--- src/rtl/i2c_spi_pkg.sv ---
////////////////////////////////////////////////////////////////////////////
// I2C to SPI bridge shared definitions
// Bus address, SPI timing, line events, SPI command and state encodings
////////////////////////////////////////////////////////////////////////////
package i2c_spi_pkg;

  // 7-bit target address on the I2C bus
  localparam logic [6:0] TARGET_ADDR = 7'h2A;

  // clk cycles per SCK half period
  localparam logic [3:0] SPI_HALF_CYCLES = 4'd2;

  // Synchronized bus view, the last four fields are one-cycle pulses
  typedef struct packed {
    logic scl;       // Synced SCL level
    logic sda;       // Synced SDA level
    logic scl_rise;
    logic scl_fall;
    logic start;     // SDA fall with SCL high
    logic stop;      // SDA rise with SCL high
  } i2c_line_t;

  // One byte handed to the SPI host
  typedef struct packed {
    logic       valid;  // Single-cycle strobe
    logic [7:0] data;
  } spi_cmd_t;

  // I2C target FSM
  typedef enum logic [2:0] {
    T_IDLE,
    T_ADDR,       // Shifting in address + R/W
    T_ADDR_ACK,
    T_WRITE,      // Shifting in a data byte
    T_WRITE_ACK,
    T_READ,       // Shifting out rx_byte
    T_READ_ACK    // Controller ACK/NACK slot
  } target_state_t;

  // SPI host FSM
  typedef enum logic [1:0] {
    S_IDLE,
    S_SHIFT,
    S_END
  } spi_state_t;

endpackage
--- src/rtl/tt_um_i2c_spi_bridge.sv ---
////////////////////////////////////////////////////////////////////////////
// I2C to SPI bridge chip top
// Pin map, mode-pin mux between dedicated and bidirectional I2C pins
////////////////////////////////////////////////////////////////////////////
`timescale 1ns/10ps

module tt_um_i2c_spi_bridge
  import i2c_spi_pkg::*;
(
  input  logic       clk,
  input  logic       reset,
  input  logic [7:0] ui_in,
  input  logic [7:0] uio_in,
  output logic [7:0] uo_out,
  output logic [7:0] uio_out,
  output logic [7:0] uio_oe
);

  logic      mode_bidir;  // ui_in[3], high selects uio pins
  logic      scl_raw;
  logic      sda_raw;
  logic      sda_low;
  i2c_line_t line;
  spi_cmd_t  cmd;
  logic      spi_busy;
  logic [7:0] rx_byte;
  logic      sck;
  logic      mosi;
  logic      cs_n;

  assign mode_bidir = ui_in[3];

  // Input source select
  always_comb begin
    if (mode_bidir) begin
      sda_raw = uio_in[0];
      scl_raw = uio_in[1];
    end else begin
      sda_raw = ui_in[0];
      scl_raw = ui_in[1];
    end
  end

  i2c_line_conditioner u_i2c_line_conditioner (
    .clk     (clk),
    .reset   (reset),
    .scl_raw (scl_raw),
    .sda_raw (sda_raw),
    .line    (line)
  );

  i2c_target u_i2c_target (
    .clk      (clk),
    .reset    (reset),
    .line     (line),
    .spi_busy (spi_busy),
    .rx_byte  (rx_byte),
    .sda_low  (sda_low),
    .cmd      (cmd)
  );

  spi_host u_spi_host (
    .clk     (clk),
    .reset   (reset),
    .cmd     (cmd),
    .miso    (ui_in[2]),
    .sck     (sck),
    .mosi    (mosi),
    .cs_n    (cs_n),
    .busy    (spi_busy),
    .rx_byte (rx_byte)
  );

  // SDA pull-low goes only to the pin set the mode selects
  assign uo_out  = {3'b000, spi_busy, sda_low & ~mode_bidir, cs_n, mosi, sck};
  assign uio_out = 8'h00;  // Open drain, drive level always 0
  assign uio_oe  = {7'b0000000, sda_low & mode_bidir};

endmodule

--- src/rtl/spi_host.sv ---
////////////////////////////////////////////////////////////////////////////
// SPI host
// One mode-0 MSB-first byte exchange per command, holds last MISO byte
////////////////////////////////////////////////////////////////////////////
`timescale 1ns/10ps

module spi_host
  import i2c_spi_pkg::*;
(
  input  logic       clk,
  input  logic       reset,
  input  spi_cmd_t   cmd,
  input  logic       miso,
  output logic       sck,
  output logic       mosi,
  output logic       cs_n,
  output logic       busy,
  output logic [7:0] rx_byte
);

  spi_state_t state;
  logic [3:0] half_cnt;  // clk count inside one SCK half
  logic [2:0] bit_cnt;
  logic [7:0] tx_shift;
  logic [7:0] rx_shift;

  always_ff @(posedge clk) begin
    if (reset) begin
      state    <= S_IDLE;
      half_cnt <= 4'd0;
      bit_cnt  <= 3'd0;
      sck      <= 1'b0;
      mosi     <= 1'b0;
      cs_n     <= 1'b1;
      busy     <= 1'b0;
      rx_byte  <= 8'h00;
    end else begin
      case (state)
        S_IDLE: begin
          if (cmd.valid) begin
            state    <= S_SHIFT;
            cs_n     <= 1'b0;
            busy     <= 1'b1;
            half_cnt <= 4'd0;
            bit_cnt  <= 3'd0;
            tx_shift <= cmd.data;
            mosi     <= cmd.data[7];  // MSB valid before first rise
          end
        end

        S_SHIFT: begin
          if (half_cnt == SPI_HALF_CYCLES - 4'd1) begin
            half_cnt <= 4'd0;
            sck      <= ~sck;
            if (!sck) begin
              // Rising edge, sample device output
              rx_shift <= {rx_shift[6:0], miso};
            end else if (bit_cnt == 3'd7) begin
              state <= S_END;         // Last falling edge
            end else begin
              // Falling edge, present next bit
              bit_cnt  <= bit_cnt + 3'd1;
              tx_shift <= {tx_shift[6:0], 1'b0};
              mosi     <= tx_shift[6];
            end
          end else begin
            half_cnt <= half_cnt + 4'd1;
          end
        end

        S_END: begin
          state   <= S_IDLE;
          cs_n    <= 1'b1;
          busy    <= 1'b0;
          mosi    <= 1'b0;
          rx_byte <= rx_shift;        // Visible as busy drops
        end

        default: state <= S_IDLE;
      endcase
    end
  end

  // Device is selected for the whole transfer
  a_busy_selected: assert property (
    @(posedge clk) disable iff (reset)
    busy |-> !cs_n
  ) else $error("busy without chip select");

  // Mode 0 idles SCK low outside a transfer
  a_sck_idle_low: assert property (
    @(posedge clk) disable iff (reset)
    cs_n |-> !sck
  ) else $error("SCK toggling while deselected");

endmodule

--- src/rtl/i2c_target.sv ---
////////////////////////////////////////////////////////////////////////////
// I2C target
// Address match, write bytes to SPI commands, read back the last MISO byte
////////////////////////////////////////////////////////////////////////////
`timescale 1ns/10ps

module i2c_target
  import i2c_spi_pkg::*;
(
  input  logic       clk,
  input  logic       reset,
  input  i2c_line_t  line,
  input  logic       spi_busy,
  input  logic [7:0] rx_byte,
  output logic       sda_low,
  output spi_cmd_t   cmd
);

  target_state_t state;
  logic [3:0]    bit_cnt;   // Bits seen in the current byte, 0..8
  logic [7:0]    shift;     // RX bits in, TX bits out
  logic          ack_flag;  // Write accept, or controller ACK on reads

  always_ff @(posedge clk) begin
    if (reset) begin
      state    <= T_IDLE;
      bit_cnt  <= 4'd0;
      sda_low  <= 1'b0;
      ack_flag <= 1'b0;
      cmd      <= '0;
    end else begin
      cmd.valid <= 1'b0;  // Strobe by default
      if (line.start) begin
        // Start or repeated start, always back to address phase
        state   <= T_ADDR;
        bit_cnt <= 4'd0;
        sda_low <= 1'b0;
      end else if (line.stop) begin
        state   <= T_IDLE;
        sda_low <= 1'b0;
      end else begin
        case (state)
          T_ADDR, T_WRITE: begin
            if (line.scl_rise) begin
              shift   <= {shift[6:0], line.sda};  // MSB first
              bit_cnt <= bit_cnt + 4'd1;
              // Buffer check on the eighth data bit
              if (state == T_WRITE && bit_cnt == 4'd7)
                ack_flag <= ~spi_busy;
            end else if (line.scl_fall && bit_cnt == 4'd8) begin
              if (state == T_ADDR) begin
                if (shift[7:1] == TARGET_ADDR) begin
                  state   <= T_ADDR_ACK;
                  sda_low <= 1'b1;     // ACK
                end else begin
                  state   <= T_IDLE;   // NACK, wait for next start
                  sda_low <= 1'b0;
                end
              end else begin
                state     <= T_WRITE_ACK;
                sda_low   <= ack_flag; // NACK drops the byte
                cmd.valid <= ack_flag;
                cmd.data  <= shift;
              end
            end
          end

          T_ADDR_ACK: begin
            if (line.scl_fall) begin
              bit_cnt <= 4'd0;
              if (shift[0]) begin
                // Read, first data bit goes out right away
                state   <= T_READ;
                shift   <= rx_byte;
                sda_low <= ~rx_byte[7];
              end else begin
                state   <= T_WRITE;
                sda_low <= 1'b0;
              end
            end
          end

          T_WRITE_ACK: begin
            if (line.scl_fall) begin
              state   <= T_WRITE;
              bit_cnt <= 4'd0;
              sda_low <= 1'b0;       // Release after ACK slot
            end
          end

          T_READ: begin
            if (line.scl_rise) begin
              bit_cnt <= bit_cnt + 4'd1;
            end else if (line.scl_fall) begin
              if (bit_cnt == 4'd8) begin
                state   <= T_READ_ACK;
                sda_low <= 1'b0;     // Controller owns the ACK slot
              end else begin
                shift   <= {shift[6:0], 1'b0};
                sda_low <= ~shift[6];  // Next bit, open drain
              end
            end
          end

          T_READ_ACK: begin
            if (line.scl_rise) begin
              ack_flag <= ~line.sda;   // Low means more bytes wanted
            end else if (line.scl_fall) begin
              bit_cnt <= 4'd0;
              if (ack_flag) begin
                // Reload, so repeated bytes give the same value
                state   <= T_READ;
                shift   <= rx_byte;
                sda_low <= ~rx_byte[7];
              end else begin
                state   <= T_IDLE;     // NACK ends the read
                sda_low <= 1'b0;
              end
            end
          end

          default: begin
            sda_low <= 1'b0;           // T_IDLE
          end
        endcase
      end
    end
  end

  // Writes are only issued into a free SPI host
  a_cmd_not_busy: assert property (
    @(posedge clk) disable iff (reset)
    !(cmd.valid && spi_busy)
  ) else $error("SPI command issued while host busy");

  // Bus stays released when not addressed
  a_idle_release: assert property (
    @(posedge clk) disable iff (reset)
    (state == T_IDLE) |-> !sda_low
  ) else $error("SDA pulled low in idle");

endmodule

--- src/rtl/i2c_line_conditioner.sv ---
////////////////////////////////////////////////////////////////////////////
// I2C line conditioner
// Syncs SCL/SDA into clk, decodes SCL edges and start/stop conditions
////////////////////////////////////////////////////////////////////////////
`timescale 1ns/10ps

module i2c_line_conditioner
  import i2c_spi_pkg::*;
(
  input  logic      clk,
  input  logic      reset,
  input  logic      scl_raw,
  input  logic      sda_raw,
  output i2c_line_t line
);

  logic [1:0] scl_sync;  // [0] meta stage, [1] usable
  logic [1:0] sda_sync;
  logic       scl_prev;  // History for edge decode
  logic       sda_prev;

  // Sync and history start at the idle-high bus level
  always_ff @(posedge clk) begin
    if (reset) begin
      scl_sync <= 2'b11;
      sda_sync <= 2'b11;
      scl_prev <= 1'b1;
      sda_prev <= 1'b1;
    end else begin
      scl_sync <= {scl_sync[0], scl_raw};
      sda_sync <= {sda_sync[0], sda_raw};
      scl_prev <= scl_sync[1];
      sda_prev <= sda_sync[1];
    end
  end

  // One-cycle event pulses
  always_comb begin
    line.scl      = scl_sync[1];
    line.sda      = sda_sync[1];
    line.scl_rise = scl_sync[1] & ~scl_prev;
    line.scl_fall = ~scl_sync[1] & scl_prev;
    // SCL must be high both before and after the SDA change
    line.start    = scl_sync[1] & scl_prev & sda_prev & ~sda_sync[1];
    line.stop     = scl_sync[1] & scl_prev & ~sda_prev & sda_sync[1];
  end

  // SDA and SCL never move on the same sample, start/stop decode needs them apart
  a_sda_scl_apart: assert property (
    @(posedge clk) disable iff (reset)
    !((scl_sync[1] ^ scl_prev) && (sda_sync[1] ^ sda_prev))
  ) else $error("SDA and SCL changed in the same cycle");

endmodule

--- config.mk ---
export PLATFORM = sky130hd
export DESIGN_NAME = tt_um_i2c_spi_bridge
export DESIGN_NICKNAME = d
export VERILOG_FILES = /design/src/rtl/i2c_spi_pkg.sv /design/src/rtl/tt_um_i2c_spi_bridge.sv /design/src/rtl/spi_host.sv /design/src/rtl/i2c_target.sv /design/src/rtl/i2c_line_conditioner.sv
export SDC_FILE = /design/constraint.sdc
export NUM_CORES = 1
export LEC_CHECK = 0
export CORE_MARGIN = 8
export CORE_UTILIZATION = 39
export DETAILED_ROUTE_END_ITERATION = 10
export DONT_BUFFER_PORTS = 1
export HOLD_SLACK_MARGIN = 0.08
export MAX_ROUTING_LAYER = met4
export SLEW_MARGIN = 20
export SYNTH_ARGS = -nofsm -noshare
export SYNTH_HDL_FRONTEND = slang
export SYNTH_SLANG_ARGS = --single-unit
--- constraint.sdc ---
create_clock -name clk -period 3 [get_ports clk]
set_input_delay 0.45 -clock clk [delete_from_list [all_inputs] [get_ports clk]]
set_output_delay 0.45 -clock clk [all_outputs]
set_load 0.05 [all_outputs]
==> impl_results.md, run 1 <==
* Status: finished clean
* Post-CTS setup buffers at 0
* Sequential area share after synthesis at 47.0%
* Cts repair resizes at 0
* RSZ-0062 raised after global routing: no
* Net count reported at finish at 359
* Peak VDD IR at 0.190 mV
* Clk slew on worst S/H paths at around 0.070 ns
* Antenna violations before repair at 0
* Final WL at 6470 um
* Core ar. at between 8000 and 9000 um^2
* Gr ovfl total at 0
* Starting Density at 39.6%
* Vias at about 2300
* Max cap viols at 0
* P_leak at roughly 1.2 nW
* Ys flop type: dfxtp_1
* EDFF count, synth at 23
* Share of cells above drive strength 1 at between 10% and 20%
* Yosys warns at 0
* Final Hold Vio Count at 0
* Vias in the first global route at 2177
* Synthesized area at 3380 um^2
* Antenna-violating nets left at 0
* CP startpoint kind: flip-flop
* H-Tree Depth at 3
* Rows at 34
* Clock Path Buffers at 2
* Setup violations, final at 0
* CP Class: reg2reg
* WP data required at 2.98 ns
* Worst-Skew Late Latency at 0.34 ns
* Fin crit period at around 2.2 ns
* Root Buffer: clkbuf_8
* DR WL/cell at 14.6 um
* Io pins at 42
* Fin. max-slew vios at 0
* Crit path DAT at 2.17 ns
* Storage cell area at about 1600 um^2
* First drt pass iteration count at 4
* GPL Wtd Cong at 0.877
* Inserted Diodes at 0
* Critical Path End Type: flip-flop
* DR iter-0 viols at 204
* Relative slew margins at 36.6%
* Vias/cell at 5.24
* Die area at roughly 12000 um^2
* Power Density at 500 nW/um^2
* Num CTS Buffers at 9
* Final period util at between 70% and 80%
* Area occupied by multi-input gates at 1570 um^2
* Synth Instances at around 340
* Die W at approximately 110 um
* Ys async rst share at 0%
* Hold WS at 0.175 ns
* Die Ht at 109 um
* Avg Cell Area, Syn at 10.1 um^2
* Seq cells post-synth at 68
* DP HPWL at between 4000 and 5000 um
* Crit path max fanout at 7
* All-Layer GR Usage at 11.9%
* First-pass GRT wire length at roughly 11000 um
* DRC Markers at 0
* Distinct cells, synth at 65
* Setup TNS at 0 ns
* Slew at the pin with the worst max-slew slack at 0.949 ns
* Number of hold buffers added after cts at 0
* Port Buf Inserts at 0
* Area delta synth->final at 4.88%
* CTS tree: yes
* Fmax at 456 MHz
* Setup Skew at approximately 0.0095 ns
* Clock sink count at 68
* Largest net degree at the start of global routing at 37
* # fillers at 847
* Worst Hold Class: in2reg
==> synth_stat cells, types with 2 or more instances <==
master    number  area (um^2)
a22oi_1        2         15.0
or2_2          3         18.8
o21ai_0        7         35.0
nor3_1         5         25.0
nand4_1        2         12.5
o21ai_1        2         10.0
clkbuf_1       6         22.5
a221o_1        2         20.0
mux2_2         6         67.6
dfxtp_1       45          901
and3_1         2         12.5
a21oi_1       18         90.1
o31ai_1        2         15.0
nand3b_1       2         15.0
a221oi_1       2         17.5
nand2b_1       7         43.8
mux2i_1       23          230
a31oi_1        4         25.0
nand2_1       16         60.1
or3_1          4         25.0
nor2_1        38          143
edfxtp_1      23          691
nor3b_1        3         22.5
nor2b_1        6         37.5
a32oi_1        2         17.5
ha_1          10          125
a22o_1         6         52.6
o22ai_1        2         12.5
nor4bb_1       2         20.0
buf_2          8         40.0
inv_1         12         45.0
and2_1         2         12.5
nand3_1        4         20.0
and2b_1        2         15.0
o221ai_1       3         26.3
buf_4         23          173
nor4_1         2         12.5
==> worst paths after layout <==
kind         slack (ns)  cells past startpoint                                  to                          startpoint
min                0.17                      1              u_spi_host.half_cnt[0]                               reset
max reg2reg        0.81                      4              u_spi_host.tx_shift[5]              u_spi_host.half_cnt[0]
max                0.81                      4              u_spi_host.tx_shift[5]              u_spi_host.half_cnt[0]
min reg2reg        0.41                      1  u_i2c_line_conditioner.sda_sync[1]  u_i2c_line_conditioner.sda_sync[0]
==> through the flow <==
step	area (um^2)	total power [mW]	setup WS, ns	std cells	utilization (%)
6_report	3550	1.78	0.809	444	41.5
2_1_floorplan	3450	1.15	0.840	353	-
3_5_place_dp	3380	1.13	0.795	428	39.5
4_1_cts	3550	1.79	0.791	444	41.5
3_3_place_gp	3380	1.13	0.836	428	39.5
5_1_grt	3550	1.85	0.666	444	41.5
==> placed cells by master (no fill, tap or decap), types with 10 or more instances in the layout <==
cell	netlist	routed
a21oi_1	18	18
conb_1	1	18
nor2_1	38	38
nand2_1	16	16
clkbuf_8	0	10
ha_1	10	10
inv_1	12	12
edfxtp_1	23	23
dfxtp_1	45	45
mux2i_1	23	23
==> critical path: stages, from the launching register on <==
cell       delay, ns
dfxtp_1         0.40
ha_1            0.22
nand4bb_1       0.28
a221o_1         0.47
nor2_1          0.46
==> cells by family after synthesis <==
family,synth area share (%)
other cells,0.111
simple gates,16.7
mux,8.80
fa+ha+maj,3.70
buf+inv,8.73
flops,47.0
compound gates,14.4
xor+xnor,0.518
==> power breakdown <==
group          leakage [nW]  switching, mW  internal (mW)
clock                0.0905          0.343          0.317
combinational         0.581         0.0987         0.0345
sequential            0.572         0.0210          0.961
total                  1.24          0.463           1.31
==> cell type report <==
class	instances	share of cell area (%)
multi-input cells	234	44.1
inverters	13	1.38
well taps	108	3.81
flip-flops and latches	68	44.9
clock inverters	5	0.776
repair buffers	5	1.06
clock buffers	11	3.98
==> routing by layer <==
metal  vias to the layer above  global-route usage, %  part of all wire (%)
met5                         -                      -                     0
met1                      1110                   15.2                    49
met4                         0                   4.01                   1.2
met3                         8                   3.90                   4.7
met2                        42                   17.3                    45
li1                       1166                      -                     -
==> state kept, by name, indices dropped and copies added (netlist names), 2 cells and up <==
signal / cells
u_spi_host.state: 2
u_i2c_target.state: 3
u_i2c_target.bit_cnt: 4
u_spi_host.half_cnt: 4
u_i2c_line_conditioner.sda_sync: 2
u_spi_host.bit_cnt: 3
u_spi_host.rx_shift: 8
u_i2c_target.cmd: 9
u_spi_host.tx_shift: 7
u_i2c_target.shift: 8
u_spi_host.rx_byte: 8
u_i2c_line_conditioner.scl_sync: 2
(Power assumes the default switching activity.)
==> run 2: changes to the inputs <==
==> constraint.sdc (replaced) <==
create_clock -name clk -period 2 [get_ports clk]
set_input_delay 0.3 -clock clk [delete_from_list [all_inputs] [get_ports clk]]
set_output_delay 0.3 -clock clk [all_outputs]
set_load 0.05 [all_outputs]
==> run 2 against run 1 <==
Against the previous run:
- combinational power increased by 84%
- clock skew increased by 0.0090 ns
- critical path depth increased by 1
- die area unchanged
- via count increased by 3.2%
- sequential cell count unchanged
- final cell count increased by 3.6%
- register-to-register slack got worse by 0.70 ns
- clock-buffer cell count increased by 1
- global-route usage increased by 0.26 points
- clock power increased by 88%
==> impl_results.md, run 2 (synthesis gave the netlist of run 1 again) <==
* Setup violations, final at 0
* Inserted Diodes at 0
* Reg-to-reg startpoint: u_i2c_target.state[0]
* Die area at 11900 um^2
* Power Density at between 700 and 800 nW/um^2
* Area delta synth->final at 10.6%
* Fin. max-slew vios at 0
* DP HPWL at a little under 5000 um
* Core ar. at 8550 um^2
* Die W at 109 um
* Worst-case reg-to-reg path depth at 5
* CP delay by family, top: flip-flops
* WP buf/inv at 1
* Num CTS Buffers at 9
* Worst-Skew Late Latency at 0.34 ns
* CTS tree: yes
* Critical Path End Type: flip-flop
* Antenna-violating nets left at 0
* Max FFs per register at 9
* Power Total at 2.95 mW
* Vias/cell at 5.22
* Final Hold Vio Count at 0
* P_sw at approximately 0.70 mW
* Crit-path slowest cell: dfxtp_1
* Clock sink count at 68
* Most used cell, CP: a21oi_1
* DRC Markers at 0
* Net count reported at finish at 375
* Max incr delay on CP at 0.64 ns
* Port Buf Inserts at 0
* H-Tree Depth at 3
* Crit path max fanout at 15
* CP startpoint: u_i2c_target.state[0]
* Vias at 2401
* Gr ovfl total at 0
* Clock power frac at 42.1%
* Comb pwr share at 8.3%
* Final period util at 94.5%
* Antenna violations before repair at 0
* Post-CTS setup buffers at 0
* Crit path DAT at 1.93 ns
* First-pass GRT wire length at 10900 um
* Seq pwr share at 49.5%
* Beginning of the worst hold path: ui_in[0]
* Worst Hold Class: in2reg
* Placed Instances at 442
* # fillers at between 800 and 900
* Slew at the pin with the worst max-slew slack at roughly 0.6 ns
* Die Ht at ~110 um
* Most frequent cells in the layout: dfxtp_1 (45), nor2_1 (38), mux2i_1 (23), edfxtp_1 (23), buf_4 (19)
* Fin crit period at around 1.9 ns
* WP data required at 2.04 ns
* DR WL/cell at 14.8 um
* Critical path cell sequence: nor2b_1 > a21oi_1 > a21oi_1 > nor4_2 > buf_4
* Hold Path Stages at 2
* Starting Density at about two fifths
* Area post-placement at about 3500 um^2
* CP Class: reg2reg
* Peak VDD IR at 0.276 mV
* First drt pass iteration count at 4
* Internal at about 2.3 mW
* Largest Register: u_i2c_target.cmd
* Io pins at 42
* Fmax at approximately 530 MHz
* Clock Path Buffers at 2
* Fin cells at 460
* RSZ-0062 raised after global routing: no
* Root Buffer: clkbuf_8
* P_leak at about 1.3 nW
* Clk slew on worst S/H paths at 0.07 ns
* Switch share at 23.7%
* GPL Wtd Cong at between 0.8 and 0.9
* Hold WS at 0.103 ns
* DR iter-0 viols at 157
* Setup Skew at roughly 0.018 ns
* Largest net degree at the start of global routing at 33
* Rows at 34
* Share of cells above drive strength 1 at between 10% and 20%
* Vias in the first global route at between 2000 and 2500
* CP startpoint kind: flip-flop
* Status: finished clean
* Final WL at between 6000 and 7000 um
* Max cap viols at 0
* Design Area, Final at between 3000 and 4000 um^2
* Setup TNS at 0 ns
* Relative slew margins at 60.9%
* All-Layer GR Usage at 12.2%
* Most common cell after layout, fill and taps aside: dfxtp_1
* Crit path depth at 5
## run 2: power by group through the flow
stage | clock [mW] | combinational [mW] | sequential [mW]
2_1_floorplan | 0 | 0.238 | 1.48
3_3_place_gp | 0 | 0.226 | 1.49
3_5_place_dp | 0 | 0.227 | 1.49
4_1_cts | 1.27 | 0.244 | 1.46
5_1_grt | 1.32 | 0.265 | 1.46
6_report | 1.24 | 0.245 | 1.46
## run 2: cell type report
type                            count  area, um^2  area share, %
Sequential cell                    68        1590           42.5
Multi-Input combinational cell    234        1580           42.1
Timing Repair Buffer               21         173           4.61
Clock buffer                       12         145           3.88
Tap cell                          108         135           3.61
Clock inverter                      4        73.8           1.97
Inverter                           13        48.8           1.30
## run 2: what timing repair did
action,CTS,global route
endpoints found under the hold margin,33,0
setup endpoints to repair,0,7
resized for setup,0,1
hold buffers,2,0
## run 2: routing by layer
metal / vias to the layer above / routed length (um) / track usage, % / share of wire, %
li1: 1195 / - / - / -
met1: 1148 / 3300 / 15.3 / 48
met2: 52 / 3090 / 18.4 / 45
met3: 6 / 342 / 2.13 / 5.0
met4: 0 / 73 / 6.16 / 1.1
met5: - / 0 / - / 0
## run 2: path summary, 6_finish.rpt
path,to,slack (ns)
setup reg to reg,u_i2c_target.shift[1],0.11
hold / removal,u_i2c_line_conditioner.sda_sync[0],0.10
setup / recovery,u_i2c_target.shift[1],0.11
hold reg to reg,u_i2c_line_conditioner.sda_sync[1],0.41
## run 2: worst register-to-register path: stages (launching register included)
cell and delay (ns):
dfxtp_1 0.64, nor2b_1 0.20, a21oi_1 0.17, a21oi_1 0.08, nor4_2 0.28, buf_4 0.22
## run 2: per-stage QoR
stage / util, % / worst slack [ns]
6_report: 43.8 / 0.110
5_1_grt: 43.8 / 0.000152
4_1_cts: 43.7 / 0.0983
3_5_place_dp: 40.8 / 0.127
3_3_place_gp: 40.8 / 0.140
2_1_floorplan: - / 0.0733
